--- config.mk ---
export PLATFORM = sky130hd
export DESIGN_NAME = gamepad_subsystem
export DESIGN_NICKNAME = d
export VERILOG_FILES = /design/src/logic/gamepad_pkg.sv /design/src/logic/esp32_link_control.sv /design/src/logic/esp32_spi_frame_decoder.sv /design/src/logic/gamepad_subsystem.sv /design/src/logic/pad_serial_emulator.sv /design/src/logic/pad_state_regs.sv
export SDC_FILE = /design/constraint.sdc
export NUM_CORES = 1
export LEC_CHECK = 0
export ABC_AREA = 1
export BUFFER_PORTS_ARGS = -buffer_cell sky130_fd_sc_hd__buf_4
export CAP_MARGIN = 20
export CORE_MARGIN = 3
export CORE_UTILIZATION = 35
export DETAILED_ROUTE_END_ITERATION = 7
export PLACE_DENSITY = 0.61
export SETUP_SLACK_MARGIN = 0.1
export SLEW_MARGIN = 40
export SYNTH_ARGS = -nofsm -noshare
export SYNTH_HDL_FRONTEND = slang
export SYNTH_SLANG_ARGS = --single-unit
--- constraint.sdc ---
create_clock -name clk_2x -period 2.4 [get_ports clk_2x]
set_input_delay 0 -clock clk_2x [delete_from_list [all_inputs] [get_ports clk_2x]]
set_output_delay 0 -clock clk_2x [all_outputs]
set_load 0.05 [all_outputs]
--- src/logic/gamepad_pkg.sv ---
// ----------------------------------------
// Shared definitions for the gamepad input path
// Modules take these by a wildcard import
// ----------------------------------------

`default_nettype none

package gamepad_pkg;

    // Buttons per player and bits per serial read
    localparam int PAD_BUTTON_COUNT = 12;
    localparam int PAD_READ_BITS = 16;

    // Opcode, high button nibble, low button byte
    localparam int FRAME_BYTES = 3;

    // First byte of a frame from the microcontroller
    typedef enum logic [7:0] {
        CMD_SET_P1 = 8'h01,
        CMD_SET_P2 = 8'h02
    } pad_cmd_e;

    // Active high, bit 0 = B
    // B, Y, SELECT, START, UP, DOWN, LEFT, RIGHT, A, X, L, R
    typedef logic [PAD_BUTTON_COUNT-1:0] pad_buttons_t;

    // One decoded update, player 0 = P1
    typedef struct packed {
        logic         player;
        pad_buttons_t buttons;
    } pad_update_t;

endpackage

`default_nettype wire

--- src/logic/esp32_link_control.sv ---
// ----------------------------------------
// Debounces the board button that resets the ESP32
// esp32_en is low while the button is held
// ----------------------------------------

`timescale 1ns/1ps
`default_nettype none

module esp32_link_control #(
    parameter int unsigned DEBOUNCE_CYCLES = 1000000
) (
    input  logic clk_2x,
    input  logic rst,

    input  logic user_btn,
    output logic esp32_en
);

    localparam int CNT_W = $clog2(DEBOUNCE_CYCLES + 1);
    localparam logic [CNT_W-1:0] CNT_LAST = CNT_W'(DEBOUNCE_CYCLES - 1);

    logic [1:0]       btn_sync;
    logic             btn_s;
    logic             btn_level;
    logic [CNT_W-1:0] stable_cnt;

    always_ff @(posedge clk_2x) begin
        if (rst) begin
            btn_sync <= 2'b00;
        end else begin
            btn_sync <= {btn_sync[0], user_btn};
        end
    end

    assign btn_s = btn_sync[1];

    // Count cycles the input has differed from the debounced level
    always_ff @(posedge clk_2x) begin
        if (rst) begin
            btn_level <= 1'b0;
            stable_cnt <= '0;
        end else if (btn_s == btn_level) begin
            stable_cnt <= '0;
        end else if (stable_cnt == CNT_LAST) begin
            btn_level <= btn_s;
            stable_cnt <= '0;
        end else begin
            stable_cnt <= stable_cnt + CNT_W'(1);
        end
    end

    // Pressed button holds the ESP32 in reset
    assign esp32_en = ~btn_level;

endmodule

`default_nettype wire

--- src/logic/esp32_spi_frame_decoder.sv ---
// ----------------------------------------
// Decodes SPI button frames from the ESP32
// Mode 0, MSB first; the frame ends when csn rises
// Emits an update strobe or a frame error pulse
// ----------------------------------------

`timescale 1ns/1ps
`default_nettype none

module esp32_spi_frame_decoder
    import gamepad_pkg::*;
(
    input  logic        clk_2x,
    input  logic        rst,

    input  logic        spi_csn,
    input  logic        spi_clk,
    input  logic        spi_mosi,

    output pad_update_t update,
    output logic        update_valid,
    output logic        frame_error
);

    localparam logic [2:0] FRAME_COUNT = 3'(FRAME_BYTES);
    localparam logic [2:0] COUNT_MAX = 3'd7;

    // Synchronizers, csn idles high
    logic [1:0] csn_sync;
    logic [1:0] clk_sync;
    logic [1:0] mosi_sync;
    logic       csn_prev;
    logic       clk_prev;

    logic       csn_active;
    logic       csn_rise;
    logic       clk_rise;
    logic       mosi_s;

    logic [6:0] shift_reg;
    logic [7:0] next_byte;
    logic [2:0] bit_cnt;
    logic [2:0] byte_cnt;

    pad_cmd_e     opcode_reg;
    pad_buttons_t buttons_reg;

    logic frame_ok;
    logic opcode_ok;
    logic player_sel;

    always_ff @(posedge clk_2x) begin
        if (rst) begin
            csn_sync <= 2'b11;
            clk_sync <= 2'b00;
            csn_prev <= 1'b1;
            clk_prev <= 1'b0;
        end else begin
            csn_sync <= {csn_sync[0], spi_csn};
            clk_sync <= {clk_sync[0], spi_clk};
            csn_prev <= csn_sync[1];
            clk_prev <= clk_sync[1];
        end
    end

    always_ff @(posedge clk_2x) begin
        mosi_sync <= {mosi_sync[0], spi_mosi};
    end

    assign mosi_s = mosi_sync[1];
    assign csn_active = ~csn_sync[1];
    assign csn_rise = csn_sync[1] & ~csn_prev;
    assign clk_rise = clk_sync[1] & ~clk_prev;
    assign next_byte = {shift_reg, mosi_s};

    // Counters clear while deselected; the byte count saturates
    always_ff @(posedge clk_2x) begin
        if (rst || !csn_active) begin
            bit_cnt <= 3'd0;
            byte_cnt <= 3'd0;
        end else if (clk_rise) begin
            bit_cnt <= bit_cnt + 3'd1;
            if (bit_cnt == 3'd7 && byte_cnt != COUNT_MAX) begin
                byte_cnt <= byte_cnt + 3'd1;
            end
        end
    end

    // Byte assembly and field capture
    always_ff @(posedge clk_2x) begin
        if (csn_active && clk_rise) begin
            shift_reg <= next_byte[6:0];
            if (bit_cnt == 3'd7) begin
                case (byte_cnt)
                    3'd0: opcode_reg <= pad_cmd_e'(next_byte);
                    3'd1: buttons_reg[PAD_BUTTON_COUNT-1:8] <= next_byte[3:0];
                    3'd2: buttons_reg[7:0] <= next_byte;
                    default: ;
                endcase
            end
        end
    end

    // Frame checks, read at the csn rising edge
    always_comb begin
        frame_ok = (byte_cnt == FRAME_COUNT) && (bit_cnt == 3'd0);
        opcode_ok = 1'b0;
        player_sel = 1'b0;
        case (opcode_reg)
            CMD_SET_P1: opcode_ok = 1'b1;
            CMD_SET_P2: begin
                opcode_ok = 1'b1;
                player_sel = 1'b1;
            end
            default: ;
        endcase
    end

    always_ff @(posedge clk_2x) begin
        if (rst) begin
            update_valid <= 1'b0;
            frame_error <= 1'b0;
        end else begin
            update_valid <= csn_rise && frame_ok && opcode_ok;
            frame_error <= csn_rise && !(frame_ok && opcode_ok);
        end
    end

    always_ff @(posedge clk_2x) begin
        if (csn_rise) begin
            update.player <= player_sel;
            update.buttons <= buttons_reg;
        end
    end

endmodule

`default_nettype wire

--- src/logic/gamepad_subsystem.sv ---
// ----------------------------------------
// Gamepad input path top level
// ESP32 SPI frames in, serial pad reads out
// Also debounces the ESP32 reset button
// ----------------------------------------

`timescale 1ns/1ps
`default_nettype none

module gamepad_subsystem
    import gamepad_pkg::*;
#(
    parameter int unsigned DEBOUNCE_CYCLES = 1000000
) (
    input  logic         clk_2x,
    input  logic         rst,

    // ESP32 link
    input  logic         spi_csn,
    input  logic         spi_clk,
    input  logic         spi_mosi,
    input  logic         user_btn,
    output logic         esp32_en,

    // Console pad bus
    input  logic         pad_latch,
    input  logic         pad_clk,
    output logic [1:0]   pad_data,

    // Status
    output pad_buttons_t status_btn,
    output logic         frame_error
);

    pad_update_t  update;
    logic         update_valid;
    pad_buttons_t pad_p1;
    pad_buttons_t pad_p2;

    esp32_spi_frame_decoder esp32_spi_frame_decoder_inst (
        .clk_2x(clk_2x),
        .rst(rst),
        .spi_csn(spi_csn),
        .spi_clk(spi_clk),
        .spi_mosi(spi_mosi),
        .update(update),
        .update_valid(update_valid),
        .frame_error(frame_error)
    );

    pad_state_regs pad_state_regs_inst (
        .clk_2x(clk_2x),
        .rst(rst),
        .update(update),
        .update_valid(update_valid),
        .pad_p1(pad_p1),
        .pad_p2(pad_p2)
    );

    pad_serial_emulator pad_serial_emulator_inst (
        .clk_2x(clk_2x),
        .rst(rst),
        .pad_p1(pad_p1),
        .pad_p2(pad_p2),
        .pad_latch(pad_latch),
        .pad_clk(pad_clk),
        .pad_data(pad_data)
    );

    esp32_link_control #(
        .DEBOUNCE_CYCLES(DEBOUNCE_CYCLES)
    ) esp32_link_control_inst (
        .clk_2x(clk_2x),
        .rst(rst),
        .user_btn(user_btn),
        .esp32_en(esp32_en)
    );

    // P1 buttons also drive the board LEDs
    assign status_btn = pad_p1;

endmodule

`default_nettype wire

--- src/logic/pad_serial_emulator.sv ---
// ----------------------------------------
// Emulates two serial pads on the latch/clock bus
// Latch takes a snapshot, each pad_clk edge shifts one bit
// Outputs are active low, bit 0 (B) first
// ----------------------------------------

`timescale 1ns/1ps
`default_nettype none

module pad_serial_emulator
    import gamepad_pkg::*;
(
    input  logic         clk_2x,
    input  logic         rst,

    input  pad_buttons_t pad_p1,
    input  pad_buttons_t pad_p2,

    input  logic         pad_latch,
    input  logic         pad_clk,
    output logic [1:0]   pad_data
);

    localparam int PAD_SPARE_BITS = PAD_READ_BITS - PAD_BUTTON_COUNT;

    logic [PAD_READ_BITS-1:0] shift_p1;
    logic [PAD_READ_BITS-1:0] shift_p2;
    logic                     pad_clk_prev;
    logic                     pad_clk_rise;

    assign pad_clk_rise = pad_clk & ~pad_clk_prev;

    // Snapshot stays fixed for the rest of a read
    always_ff @(posedge clk_2x) begin
        if (rst) begin
            pad_clk_prev <= 1'b0;
            shift_p1 <= '0;
            shift_p2 <= '0;
        end else begin
            pad_clk_prev <= pad_clk;
            if (pad_latch) begin
                shift_p1 <= {{PAD_SPARE_BITS{1'b0}}, pad_p1};
                shift_p2 <= {{PAD_SPARE_BITS{1'b0}}, pad_p2};
            end else if (pad_clk_rise) begin
                // Released bits fill in behind the stream
                shift_p1 <= {1'b0, shift_p1[PAD_READ_BITS-1:1]};
                shift_p2 <= {1'b0, shift_p2[PAD_READ_BITS-1:1]};
            end
        end
    end

    // Registered pin outputs, released when idle
    always_ff @(posedge clk_2x) begin
        if (rst) begin
            pad_data <= 2'b11;
        end else begin
            pad_data <= {~shift_p2[0], ~shift_p1[0]};
        end
    end

endmodule

`default_nettype wire

--- src/logic/pad_state_regs.sv ---
// ----------------------------------------
// Button state of both players
// Written by decoded SPI updates, read by the pad emulator
// ----------------------------------------

`timescale 1ns/1ps
`default_nettype none

module pad_state_regs
    import gamepad_pkg::*;
(
    input  logic         clk_2x,
    input  logic         rst,

    input  pad_update_t  update,
    input  logic         update_valid,

    output pad_buttons_t pad_p1,
    output pad_buttons_t pad_p2
);

    // Player 1
    always_ff @(posedge clk_2x) begin
        if (rst) begin
            pad_p1 <= '0;
        end else if (update_valid && !update.player) begin
            pad_p1 <= update.buttons;
        end
    end

    // Player 2
    always_ff @(posedge clk_2x) begin
        if (rst) begin
            pad_p2 <= '0;
        end else if (update_valid && update.player) begin
            pad_p2 <= update.buttons;
        end
    end

endmodule

`default_nettype wire

Yosys cells after proc, flatten, opt, wreduce, memory -nomap -nowiden
Index checks and enable logic that the tools add are counted.
{ "classes": {"addsub": 3, "eq_ne": 9, "bitwise_logic": 11, "muxes": 6, "n_reduce_logical": 22} }
{ "ops": {"columns": ["op", "n"], "rows": [
  ["two-way mux 12 bit", 4],
  ["adder 20 x 1 -> 20 bit (second input constant)", 1],
  ["equality test 20 bit (second input constant)", 1],
  ["logical AND 1 bit", 9],
  ["AND reduction 3 bit", 3],
  ["equality test 8 x 1 -> 1 bit (second input constant)", 1],
  ["equality test 8 x 2 -> 1 bit (second input constant)", 1],
  ["NOT 1 bit", 8],
  ["adder 3 x 1 -> 3 bit (second input constant)", 2],
  ["equality test 3 x 2 -> 1 bit (second input constant)", 2],
  ["zero test 3 bit", 2],
  ["AND reduction 2 bit", 2],
  ["bitwise AND 1 bit", 3],
  ["equality test 3 x 1 -> 1 bit (second input constant)", 1],
  ["equality test 3 bit (second input constant)", 1],
  ["!= test 3 bit (second input constant)", 1],
  ["OR reduction 3 bit", 1],
  ["zero test 1 bit", 2],
  ["two-way mux 1 bit", 2],
  ["nonzero test 2 bit", 1],
  ["OR reduction 2 bit", 1],
  ["equality test 1 bit", 1],
  ["logical OR 1 bit", 1]
]} }
{ "word_totals": {"regBits": 130, "out_inout_bits": 16, "inputBits": 8, "word_cells": 75} }

Longest topological paths before layout
Gate-level depths: netlist of the first run.
{ "depth": {"ltp_word": 6, "mapped_depth": 8, "mapped_depth_nobuf": 8} }

Modules after synthesis
From an unflattened synthesis of the first run, not the netlist that was laid out.
{ "hier_totals": {"hier_cells": 624, "area_unflattened_um2": 5505.3} }
{ "by_module_without_submodules": {"columns": ["module", "seq_area_each_um2", "n_inst", "area_per_inst_um2", "cells_per_inst"], "rows": [
  ["esp32_spi_frame_decoder", 1521.5, 1, 1960.6, 138],
  ["pad_serial_emulator", 540.5, 1, 1375.1, 185],
  ["esp32_link_control", 460.4, 1, 1214.9, 167],
  ["pad_state_regs", 480.5, 1, 954.7, 134]
]} }

Worst setup path after synthesis of the first run
Ideal clock, no wire load.
{ "synth_path": {"path_kind": "reg-to-reg", "from": "register esp32_spi_frame_decoder_inst.bit_cnt[0]", "to": "register esp32_spi_frame_decoder_inst.buttons_reg[0], enable pin", "n_path_buf": 0, "required_time_ps": 2029, "period_less_slack_ps": 1490, "path_stages_with_launch": 5, "setup_ps": 371, "path_slack_ps": 910, "arrival_time_ps": 1120, "cell_sequence": "dfxtp_1 ha_1 ha_1 nand4_1 nor2_1"} }
{ "synth_via": {"elab_chain_cells": 2} }
{ "synth_lines": {"columns": ["item", "line_no", "source"], "rows": [
  ["from (decl)", "esp32_spi_frame_decoder.sv:42", "logic [2:0] bit_cnt;"],
  ["from (signal assigned)", "esp32_spi_frame_decoder.sv:82", "bit_cnt <= bit_cnt + 3'd1;"],
  ["equality test 3 bit", "esp32_spi_frame_decoder.sv:93", "if (bit_cnt == 3'd7) begin"],
  ["AND reduction 3 bit (no source line)", null, null],
  ["to (signal, indexed assignment)", "esp32_spi_frame_decoder.sv:96", "3'd1: buttons_reg[PAD_BUTTON_COUNT-1:8] <= next_byte[3:0];"],
  ["to (signal assigned)", "esp32_spi_frame_decoder.sv:97", "3'd2: buttons_reg[7:0] <= next_byte;"],
  ["to (decl)", "esp32_spi_frame_decoder.sv:46", "pad_buttons_t buttons_reg;"]
]} }
No other way between the ends.
A chain may end at the register's enable or synchronous reset.

Worst setup path in the final report of the first run
{ "layout_path": {"from": "register esp32_spi_frame_decoder_inst.bit_cnt[1]", "to": "register esp32_spi_frame_decoder_inst.buttons_reg[5], enable pin"} }
Same word-level chain as after synthesis.

==> results of run 1 <==
## how the worst min path moves through the flow
stage / startpoint / end / slack (ns) / depth (start not counted)
5_1_grt: spi_mosi / esp32_spi_frame_decoder_inst.mosi_sync[0] / 0.22 / 2
6_report: spi_mosi / esp32_spi_frame_decoder_inst.mosi_sync[0] / 0.24 / 2
2_1_floorplan: spi_mosi / esp32_spi_frame_decoder_inst.mosi_sync[0] / 0.03 / 0
4_1_cts: spi_mosi / esp32_spi_frame_decoder_inst.mosi_sync[0] / 0.21 / 2
3_3_place_gp: spi_mosi / esp32_spi_frame_decoder_inst.mosi_sync[0] / 0.11 / 1
3_5_place_dp: spi_mosi / esp32_spi_frame_decoder_inst.mosi_sync[0] / 0.11 / 1
## final cells by class
| class | instances | area (sq um) |
|---|---|---|
| timing repair buffer | 38 | 310.3 |
| inverter | 45 | 168.9 |
| clock inverter | 14 | 175.2 |
| multi-input combinational | 349 | 1680 |
| fill | 1291 | 7571 |
| clock buffer | 18 | 429.2 |
| sequential | 130 | 3003 |
| tap | 176 | 220.2 |
## where the power goes
group          internal, mW  total [mW]  leakage [nW]  switching, mW
clock                  1.64        2.60         0.284          0.958
combinational        0.0348       0.101         0.741         0.0659
sequential             2.27        2.28          1.09        0.00715
total                  3.95        4.98          2.11           1.03
## cell families after synthesis
| kind of cell | Yosys count | share of synthesized area (%) |
|---|---|---|
| compound gates | 73 | 8.058 |
| buf+inv | 66 | 5.456 |
| flops | 130 | 60.62 |
| simple gates | 258 | 21.92 |
| xor+xnor | 8 | 1.414 |
| fa+ha+maj | 10 | 2.526 |
## Yosys cell counts (2+ instances only)
cell type / count
a21oi_1: 16
a31oi_1: 22
buf_2: 5
buf_4: 2
clkbuf_1: 12
dfxtp_1: 90
edfxtp_1: 40
ha_1: 10
inv_1: 45
nand2_1: 94
nand3_1: 35
nand3_2: 2
nand4_1: 4
nor2_1: 107
nor2_2: 2
nor3_1: 3
o21ai_0: 31
o21ai_1: 2
or2_2: 5
xnor2_1: 4
xor2_1: 4
## metrics by stage
stage	hold WS [ns]	total power, mW	cells	utilization (%)
after global placement	0.1058	2.410	728	38.96
after global routing	0.2236	5.142	770	44.16
after detailed placement	0.1081	2.412	728	38.96
after floorplan	0.02772	2.386	545	-
after CTS	0.2127	5.035	770	44.16
final	0.2373	4.979	770	44.16
## metal layers
| layer | vias up | global-route usage [%] | part of all wire, % |
|---|---|---|---|
| met1 | 1651 | 15.00 | 47 |
| met5 | - | 0 | 0 |
| met2 | 54 | 20.06 | 48 |
| met3 | 15 | 3.497 | 3.2 |
| met4 | 0 | 6.314 | 2.1 |
| li1 | 1859 | - | - |
## cells in the final DEF, fill, tap and decap left out
| master | Yosys | layout |
|---|---|---|
| ha_1 | 10 | 10 |
| inv_6 | 0 | 5 |
| nand4_1 | 4 | 4 |
| xor2_1 | 4 | 4 |
| nand2_1 | 94 | 94 |
| nand3_1 | 35 | 35 |
| o21ai_1 | 2 | 2 |
| a31oi_1 | 22 | 22 |
| nor3_2 | 1 | 1 |
| nand3b_1 | 1 | 1 |
| dfxtp_1 | 90 | 90 |
| nor3_1 | 3 | 3 |
| dlygate4sd3_1 | 0 | 10 |
| edfxtp_1 | 40 | 40 |
| clkinvlp_2 | 0 | 1 |
| or2_2 | 5 | 5 |
| a21oi_2 | 1 | 1 |
| buf_4 | 2 | 28 |
| nor2_1 | 107 | 107 |
| clkbuf_16 | 0 | 17 |
| nand3_2 | 2 | 2 |
| inv_1 | 45 | 45 |
| o21bai_1 | 1 | 1 |
| nor2_2 | 2 | 2 |
| clkbuf_1 | 12 | 1 |
| clkinvlp_4 | 0 | 3 |
| o21ai_0 | 31 | 31 |
| nor2_4 | 1 | 1 |
| clkinv_2 | 0 | 1 |
| nand2_2 | 1 | 1 |
| clkinv_4 | 0 | 1 |
| nand2_4 | 1 | 1 |
| xnor2_1 | 4 | 4 |
| and2_1 | 1 | 1 |
| bufinv_16 | 0 | 3 |
| a21oi_1 | 16 | 16 |
## timing repair
item	4_1_cts	5_1_grt
hold buffers	10	0
setup endpoints to repair	0	0
buffers inserted	0	0
endpoints found under the hold margin	25	0
## worst reg2reg max path, cell delays in order, from the launching register on
cell and delay, ns:
dfxtp_1 0.35, ha_1 0.15, ha_1 0.15, nand4_1 0.15
nor2_1 0.53
==> impl_metrics.ini, run 1 <==
[status]
outcome = finished clean

[layout]
fin_nets = 599
top_register = esp32_link_control_inst.stable_cnt
syn_to_final_growth_pct = 20.86
antennaDiodeCount = 0
drive_gt1_share_pct = 12.29
top_regs = esp32_link_control_inst.stable_cnt (20), esp32_spi_frame_decoder_inst.update (13)
post-route-cell-area_sq_mm = 0.005987
largest_reg_flops = 20

[pwr]
peakVddDrop_mv = 0.5325
powerDensity_mw_per_mm2 = 831.7
p_leak_nw = 2.113

[detailed_routing]
first_pass_iters = 4
viasPerCell = 4.648
drt_iter0_markers = 242
wl_per_cell_microns = 11.90
ant_nets = 0
vias = 3579
drc = 0
drt-total-wl_mm = 9.166

[timing]
post-route-min-period_ns = 1.704
grt_setup_unrepaired = false
setup_violations = 0
fmax_mhz = 586.8
fin_setup_tns_ns = 0
fin_skew_ns = 0.009643
final-max-slew-violation-count = 0
timing.slew.headroom_pct = 54.86
setup_ws_ns = 0.6959
tightest_slew_ns = 0.6764
hold_viol_final = 0
post-route-period-util_pct = 71.00

[global_route]
grt_max_degree = 34
grt_pass1_vias = 3425
gr-total-overflow = 0
grt_use_total_pct = 12.35
grt_pass1_wl_mm = 15.77
grt_antenna_before_repair = 0

[placed_design]
gp_congestion = 0.8481
dp_hpwl_mm = 6.318
port_buffers = 23
place_ws_ns = 0.6859
place_area_sq_mm = 0.005283

[clocking]
cts_tree = built
cts_buffers = 17
cts_root_buf = clkbuf_16
numClockSinks = 130
insertion_delay_ns = 0.42
htreeDepth = 4
clk_pin_slew_ns = 0.06
clockBufferDepth = 2
cts_resized = 0

[setup_path]
r2r_slack_ns = 0.70
r2r_end = esp32_spi_frame_decoder_inst.buttons_reg[5]
path_depth = 4
reg2regPathDepth = 4
arrival_ns = 1.75
critPathLaunch = esp32_spi_frame_decoder_inst.bit_cnt[1]
critPathBufInv = 0
regToRegStartpoint = esp32_spi_frame_decoder_inst.bit_cnt[1]
cp-start-kind = flop
path_max_fanout = 8
critPathCapture = esp32_spi_frame_decoder_inst.buttons_reg[5]
max_stage_delay_ns = 0.53
path_cells = ha_1, ha_1, nand4_1, nor2_1
cp.required_ns = 2.44
crit_path_frequent_cell = ha_1
worstSetupPathType = flop to flop
cp_slowest_cell = nor2_1
end_kind = flop
cp_top_family = simple AND/OR/NAND/NOR gates

[floorplanning]
initial_core_util_pct = 36.54
dieHeight_microns = 125.0
io_pins = 24
die_area_sq_mm = 0.01562
placementRows = 42
coreArea_sq_mm = 0.01356
die_w_microns = 125.0

[synthesis]
synth.largest_area_cell = dfxtp_1
syn-instance-count = 545
synth_top_area_share_pct = 36.37
postSynth.asyncResetShare_pct = 0
synth_area_sq_mm = 0.004954
syn_avg_cell_area_sq_um = 9.089
yosys_warnings = 0
yosys-top-cells-area = dfxtp_1 36%, edfxtp_1 24%, nor2_1 8.1%, nand2_1 7.1%, nand3_1 3.5%
synth_edf_count = 40
synthesis.nets = 563
ys.flop_type = dfxtp_1
synth_seq_area_share_pct = 60.62
ys_ff_latch = 130
synth_cell_types = 31

[run]
cap_violations = 0

[min_path]
hp-class = input pin to flop
Note: power is estimated with default switching activity, not from simulation.
==> inputs of run 2 (changes only) <==
clock period = 1.8 ns   (was 2.4 ns; I/O delays follow)
==> run 2 against run 1 <==
Compared with the run above:
- clock-buffer cell count rose by 1
- total power rose by 35%
- critical path depth increased by 2
- combinational power increased by 32%
- global-route usage rose by 0.40 points
- register-to-register slack worse by 0.39 ns
- critical path type unchanged
- largest cell class unchanged
==> impl_metrics.ini, run 2 (same netlist as run 1, synthesis figures left out) <==
[timing]
setup_violations = 0
tightest_slew_ns = 0.6590
final-max-slew-violation-count = 0
timing.slew.headroom_pct = 56.02
fin_skew_ns = 0.008910
fmax_mhz = 670.4
fin_setup_tns_ns = 0
post-route-min-period_ns = 1.492
post-route-period-util_pct = 82.87
hold_viol_final = 0
grt_setup_unrepaired = false

[clocking]
insertion_delay_ns = 0.41
cts_tree = built
htreeDepth = 4
numClockSinks = 130
clk_pin_slew_ns = 0.05
cts_buffers = 17
clockBufferDepth = 2
cts_root_buf = clkbuf_16

[floorplanning]
io_pins = 24
coreArea_sq_mm = 0.01356
die_area_sq_mm = 0.01562
placementRows = 42
dieHeight_microns = 125.0
initial_core_util_pct = 36.54
die_w_microns = 125.0

[min_path]
min_path_cells = 2
hp-class = input pin to flop
worstHoldStart = spi_mosi

[global_route]
grt_use_total_pct = 12.75
grt_pass1_wl_mm = 16.26
grt_antenna_before_repair = 0
grt_max_degree = 34
grt_pass1_vias = 3527
gr-total-overflow = 0

[pwr]
p_clk_share_pct = 53.0
peakVddDrop_mv = 0.7248
internal_power_mw = 5.420
seqPwrFrac_pct = 45.0
swShare_pct = 19.60
powerDensity_mw_per_mm2 = 1120
p_leak_nw = 2.138
switchingPower_mw = 1.322
pwr-share-comb_pct = 2.0

[setup_path]
r2r_slack_ns = 0.31
reg2regPathDepth = 6
cp-start-kind = flop
end_kind = flop
arrival_ns = 1.83
r2r_end = esp32_spi_frame_decoder_inst.byte_cnt[2]
path_max_fanout = 6
cp.required_ns = 2.14
critPathCapture = esp32_spi_frame_decoder_inst.byte_cnt[2]
critPathLaunch = esp32_spi_frame_decoder_inst.byte_cnt[0]
regToRegStartpoint = esp32_spi_frame_decoder_inst.byte_cnt[0]
worstSetupPathType = flop to flop

[detailed_routing]
drc = 0
wl_per_cell_microns = 12.21
drt_iter0_markers = 331
viasPerCell = 4.715
first_pass_iters = 5
drt-total-wl_mm = 9.425
ant_nets = 0
vias = 3640

[layout]
largest_reg_flops = 20
register_area_sq_mm = 0.003003
top_register = esp32_link_control_inst.stable_cnt
layout_commonest_cell = nor2_1
final_cell_mix = 107 x nor2_1, 94 x nand2_1, 90 x dfxtp_1, 45 x inv_1, 40 x edfxtp_1
top_regs = esp32_link_control_inst.stable_cnt (20), esp32_spi_frame_decoder_inst.update (13)
antennaDiodeCount = 0
post-route-cell-area_sq_mm = 0.006021
final.fill_count = 1295
multi_input_area_sq_mm = 0.001680
drive_gt1_share_pct = 12.42
fin_nets = 601
syn_to_final_growth_pct = 21.55

[placed_design]
port_buffers = 23
dp_hpwl_mm = 6.509
gp_congestion = 0.8525
place_area_sq_mm = 0.005305

[run]
cap_violations = 0

[status]
outcome = finished clean
-- run 2: timing repair --
item | in CTS | in global routing
resized for setup | 0 | 0
buffers inserted | 0 | 0
hold buffers | 9 | 0
hold endpoints to repair | 25 | 0
-- run 2: power groups by stage --
stage                     Clock (mW)  Sequential, mW  Combinational [mW]
final                           3.57            3.04               0.133
after global routing            3.77            3.04               0.149
after CTS                       3.65            3.04               0.134
after detailed placement           0            3.10               0.118
after global placement             0            3.10               0.115
after floorplan                    0            3.10              0.0836
-- run 2: critical path, cell delays in order, from the launching register on --
cell     delay [ns]
dfxtp_1        0.33
ha_1           0.23
ha_1           0.19
nor2_1         0.10
nand2_1        0.12
or2_2          0.31
a21oi_1        0.13
-- run 2: cell type report --
class / instances / area share [%]
multi-input cells: 349 / 27.91
repair buffers: 40 / 5.362
clock inverters: 13 / 3.034
inverters: 45 / 2.805
clock buffers: 19 / 7.357
flip-flops and latches: 130 / 49.88
well taps: 176 / 3.658
-- run 2: through the flow --
step                power [mW]  setup slack, ns  hold slack (ns)  cells  util (%)
floorplan                3.181           0.3096          0.02772    545         -
global placement         3.213           0.4144           0.1064    731     39.13
detailed placement       3.215           0.3309           0.1056    731     39.13
CTS                      6.820           0.3055           0.2054    772     44.41
global route             6.958           0.1303           0.2219    772     44.41
finish                   6.742           0.3084           0.2282    772     44.41
-- run 2: metal layers --
| metal | wire, microns | vias to the layer above | GRT usage, % |
|---|---|---|---|
| li1 | - | 1867 | - |
| met1 | 4437 | 1712 | 14.78 |
| met2 | 4604 | 47 | 21.48 |
| met3 | 224 | 14 | 3.326 |
| met4 | 159 | 0 | 7.079 |
| met5 | 0 | - | 0 |
-- run 2: worst min path at each step --
stage                                           endpoint  slack, ns
6_report       esp32_spi_frame_decoder_inst.mosi_sync[0]       0.23
5_1_grt        esp32_spi_frame_decoder_inst.mosi_sync[0]       0.22
4_1_cts        esp32_spi_frame_decoder_inst.mosi_sync[0]       0.21
3_5_place_dp   esp32_spi_frame_decoder_inst.mosi_sync[0]       0.11
3_3_place_gp   esp32_spi_frame_decoder_inst.mosi_sync[0]       0.11
2_1_floorplan  esp32_spi_frame_decoder_inst.mosi_sync[0]       0.03
==> inputs of run 3 (changes only) <==
PLACE_DENSITY = 0.63   (was 0.61)
clock period = 1.3 ns   (was 1.8 ns; I/O delays follow)
==> run 3 against run 2 <==
Compared with the run above:
- the flow now finishes with violations (setup timing)
- combinational power is 95% higher
- clock power is 36% higher
- worst hold slack worse by 0.14 ns
- die area stayed put
- non-clock buffer count is 39 higher
- routed wire length is 20% higher
==> impl_metrics.ini, run 3 (same netlist as run 1, synthesis figures left out) <==
[status]
violations = setup timing
outcome = finished, violations left

[timing]
tightest_slew_ns = 0.4451
hold_viol_final = 0
fmax_mhz = 734.2
hold_ws_ns = 0.08946
final-max-slew-violation-count = 0
fin_skew_ns = 0.006970
grt_setup_unrepaired = true
post-route-min-period_ns = 1.362
setup_ws_ns = -0.06200
post-route-period-util_pct = 104.8
timing.slew.headroom_pct = 70.22
setup_violations = 35

[clocking]
cts_root_buf = clkbuf_16
htreeDepth = 4
clk_pin_slew_ns = 0.06
insertion_delay_ns = 0.41
cts_tree = built
cts_buffers = 17
numClockSinks = 130
clockBufferDepth = 2

[layout]
stdcell_count = 815
post-route-cell-area_sq_mm = 0.006868
top_regs = esp32_link_control_inst.stable_cnt (20), esp32_spi_frame_decoder_inst.update (13)
antennaDiodeCount = 0
largest_reg_flops = 20
final.fill_count = 1193
fin_nets = 644
layout_commonest_cell = nand2_1
final_cell_mix = 86 x nand2_1, 81 x nor2_1, 67 x dfxtp_1, 58 x buf_4, 40 x edfxtp_1
top_register = esp32_link_control_inst.stable_cnt
syn_to_final_growth_pct = 38.65
drive_gt1_share_pct = 33.65

[setup_path]
end_kind = flop
path_cells = inv_1, nor2_2, nand2_2, nor2_4, nand3_4, buf_6, nand2_8, nor2_2
cp-start-kind = flop
r2r_slack_ns = -0.06
crit_path_frequent_cell = nor2_2
worstSetupPathType = flop to flop
cp.required_ns = 1.59
cp_slowest_cell = dfxtp_1
arrival_ns = 1.66
max_stage_delay_ns = 0.33
path_max_fanout = 6

[pwr]
internal_power_mw = 7.316
p_leak_nw = 2.397
seqPwrFrac_pct = 45.0
powerDensity_mw_per_mm2 = 1353
swShare_pct = 21.29
peakVddDrop_mv = 0.7424
p_clk_share_pct = 52.2
pwr-share-comb_pct = 2.8
switchingPower_mw = 1.979

[run]
cap_violations = 0

[global_route]
gr-total-overflow = 0
grt_max_degree = 30
grt_pass1_wl_mm = 17.90
grt_pass1_vias = 3764
grt_use_total_pct = 14.04
grt_antenna_before_repair = 0

[detailed_routing]
first_pass_iters = 5
vias = 3944
viasPerCell = 4.839
wl_per_cell_microns = 13.92
drt-total-wl_mm = 11.35
ant_nets = 0
drt_iter0_markers = 208
drc = 0

[floorplanning]
die_w_microns = 125.0
dieHeight_microns = 125.0
placementRows = 42
initial_core_util_pct = 36.54
coreArea_sq_mm = 0.01356
die_area_sq_mm = 0.01562
io_pins = 24

[placed_design]
place_area_sq_mm = 0.005498
port_buffers = 23
gp_congestion = 0.8768
place_inst = 749
place_ws_ns = -0.1200
dp_hpwl_mm = 6.625

[min_path]
hp-class = input pin to flop
run 3: cell types whose count changed in the layout (fill, tap and decap cells not counted), sizes merged:
cell	previous run	this run
buf	31	71
clkinv	6	3
clkinvlp	2	5
inv	46	49
nand2	96	99
bufinv	4	3
clkbuf	19	18
dlygate4sd3	9	8
run 3: stage by stage:
stage	power, mW	util (%)	setup TNS, ns
5_1_grt	9.570	50.66	-3.088
3_3_place_gp	4.466	40.55	-1.869
4_1_cts	9.364	48.26	-1.183
6_report	9.294	50.66	-1.168
2_1_floorplan	4.407	-	-1.419
3_5_place_dp	4.470	40.55	-2.803
run 3: critical path: cells and delay by family, from the launching register on:
| kind | cells | cell delay (ns) |
|---|---|---|
| flip-flops | 1 | 0.33 |
| buffers and inverters | 2 | 0.26 |
| AND/OR/NAND/NOR | 6 | 0.64 |
run 3: layout make-up:
type	instances	area (sq um)	area share (%)
clock buffers	18	429.2	6.249
inverters	45	176.4	2.569
repair inverters	1	7.507	0.1093
multi-input cells	352	2126	30.95
clock inverters	14	175.2	2.551
repair buffers	79	679.4	9.893
well taps	176	220.2	3.206
flip-flops and latches	130	3054	44.47
run 3: per-layer routing:
layer	vias to the layer above	wire [microns]	GRT usage, %
met5	-	0	0
met4	0	303	6.250
met3	28	523	3.838
met2	109	5682	23.92
met1	1852	4838	16.60
li1	1955	-	-
run 3: worst paths after layout:
kind                                               end                                 startpoint  cells after the start
max reg2reg      esp32_link_control_inst.stable_cnt[8]      esp32_link_control_inst.stable_cnt[9]                      8
max              esp32_link_control_inst.stable_cnt[8]      esp32_link_control_inst.stable_cnt[9]                      8
min               pad_serial_emulator_inst.pad_data[1]                                        rst                      4
min reg2reg  esp32_spi_frame_decoder_inst.mosi_sync[1]  esp32_spi_frame_decoder_inst.mosi_sync[0]                      0
run 3: power groups by stage:
stage                     combinational [mW]  clock [mW]  sequential, mW
after global routing                   0.281        5.10            4.19
final                                  0.259        4.85            4.19
after global placement                 0.177           0            4.29
after CTS                              0.233        4.93            4.20
after detailed placement               0.181           0            4.29
after floorplan                        0.117           0            4.29
run 3: timing repair:
action                                  4_1_cts  5_1_grt
gates resized for setup                      58       77
endpoints found under the setup margin       76       79
pin swaps                                    17       23
endpoints found under the hold margin        14        0
buffers inserted                             14        8
hold buffers                                  8        0
gates cloned                                  4        0
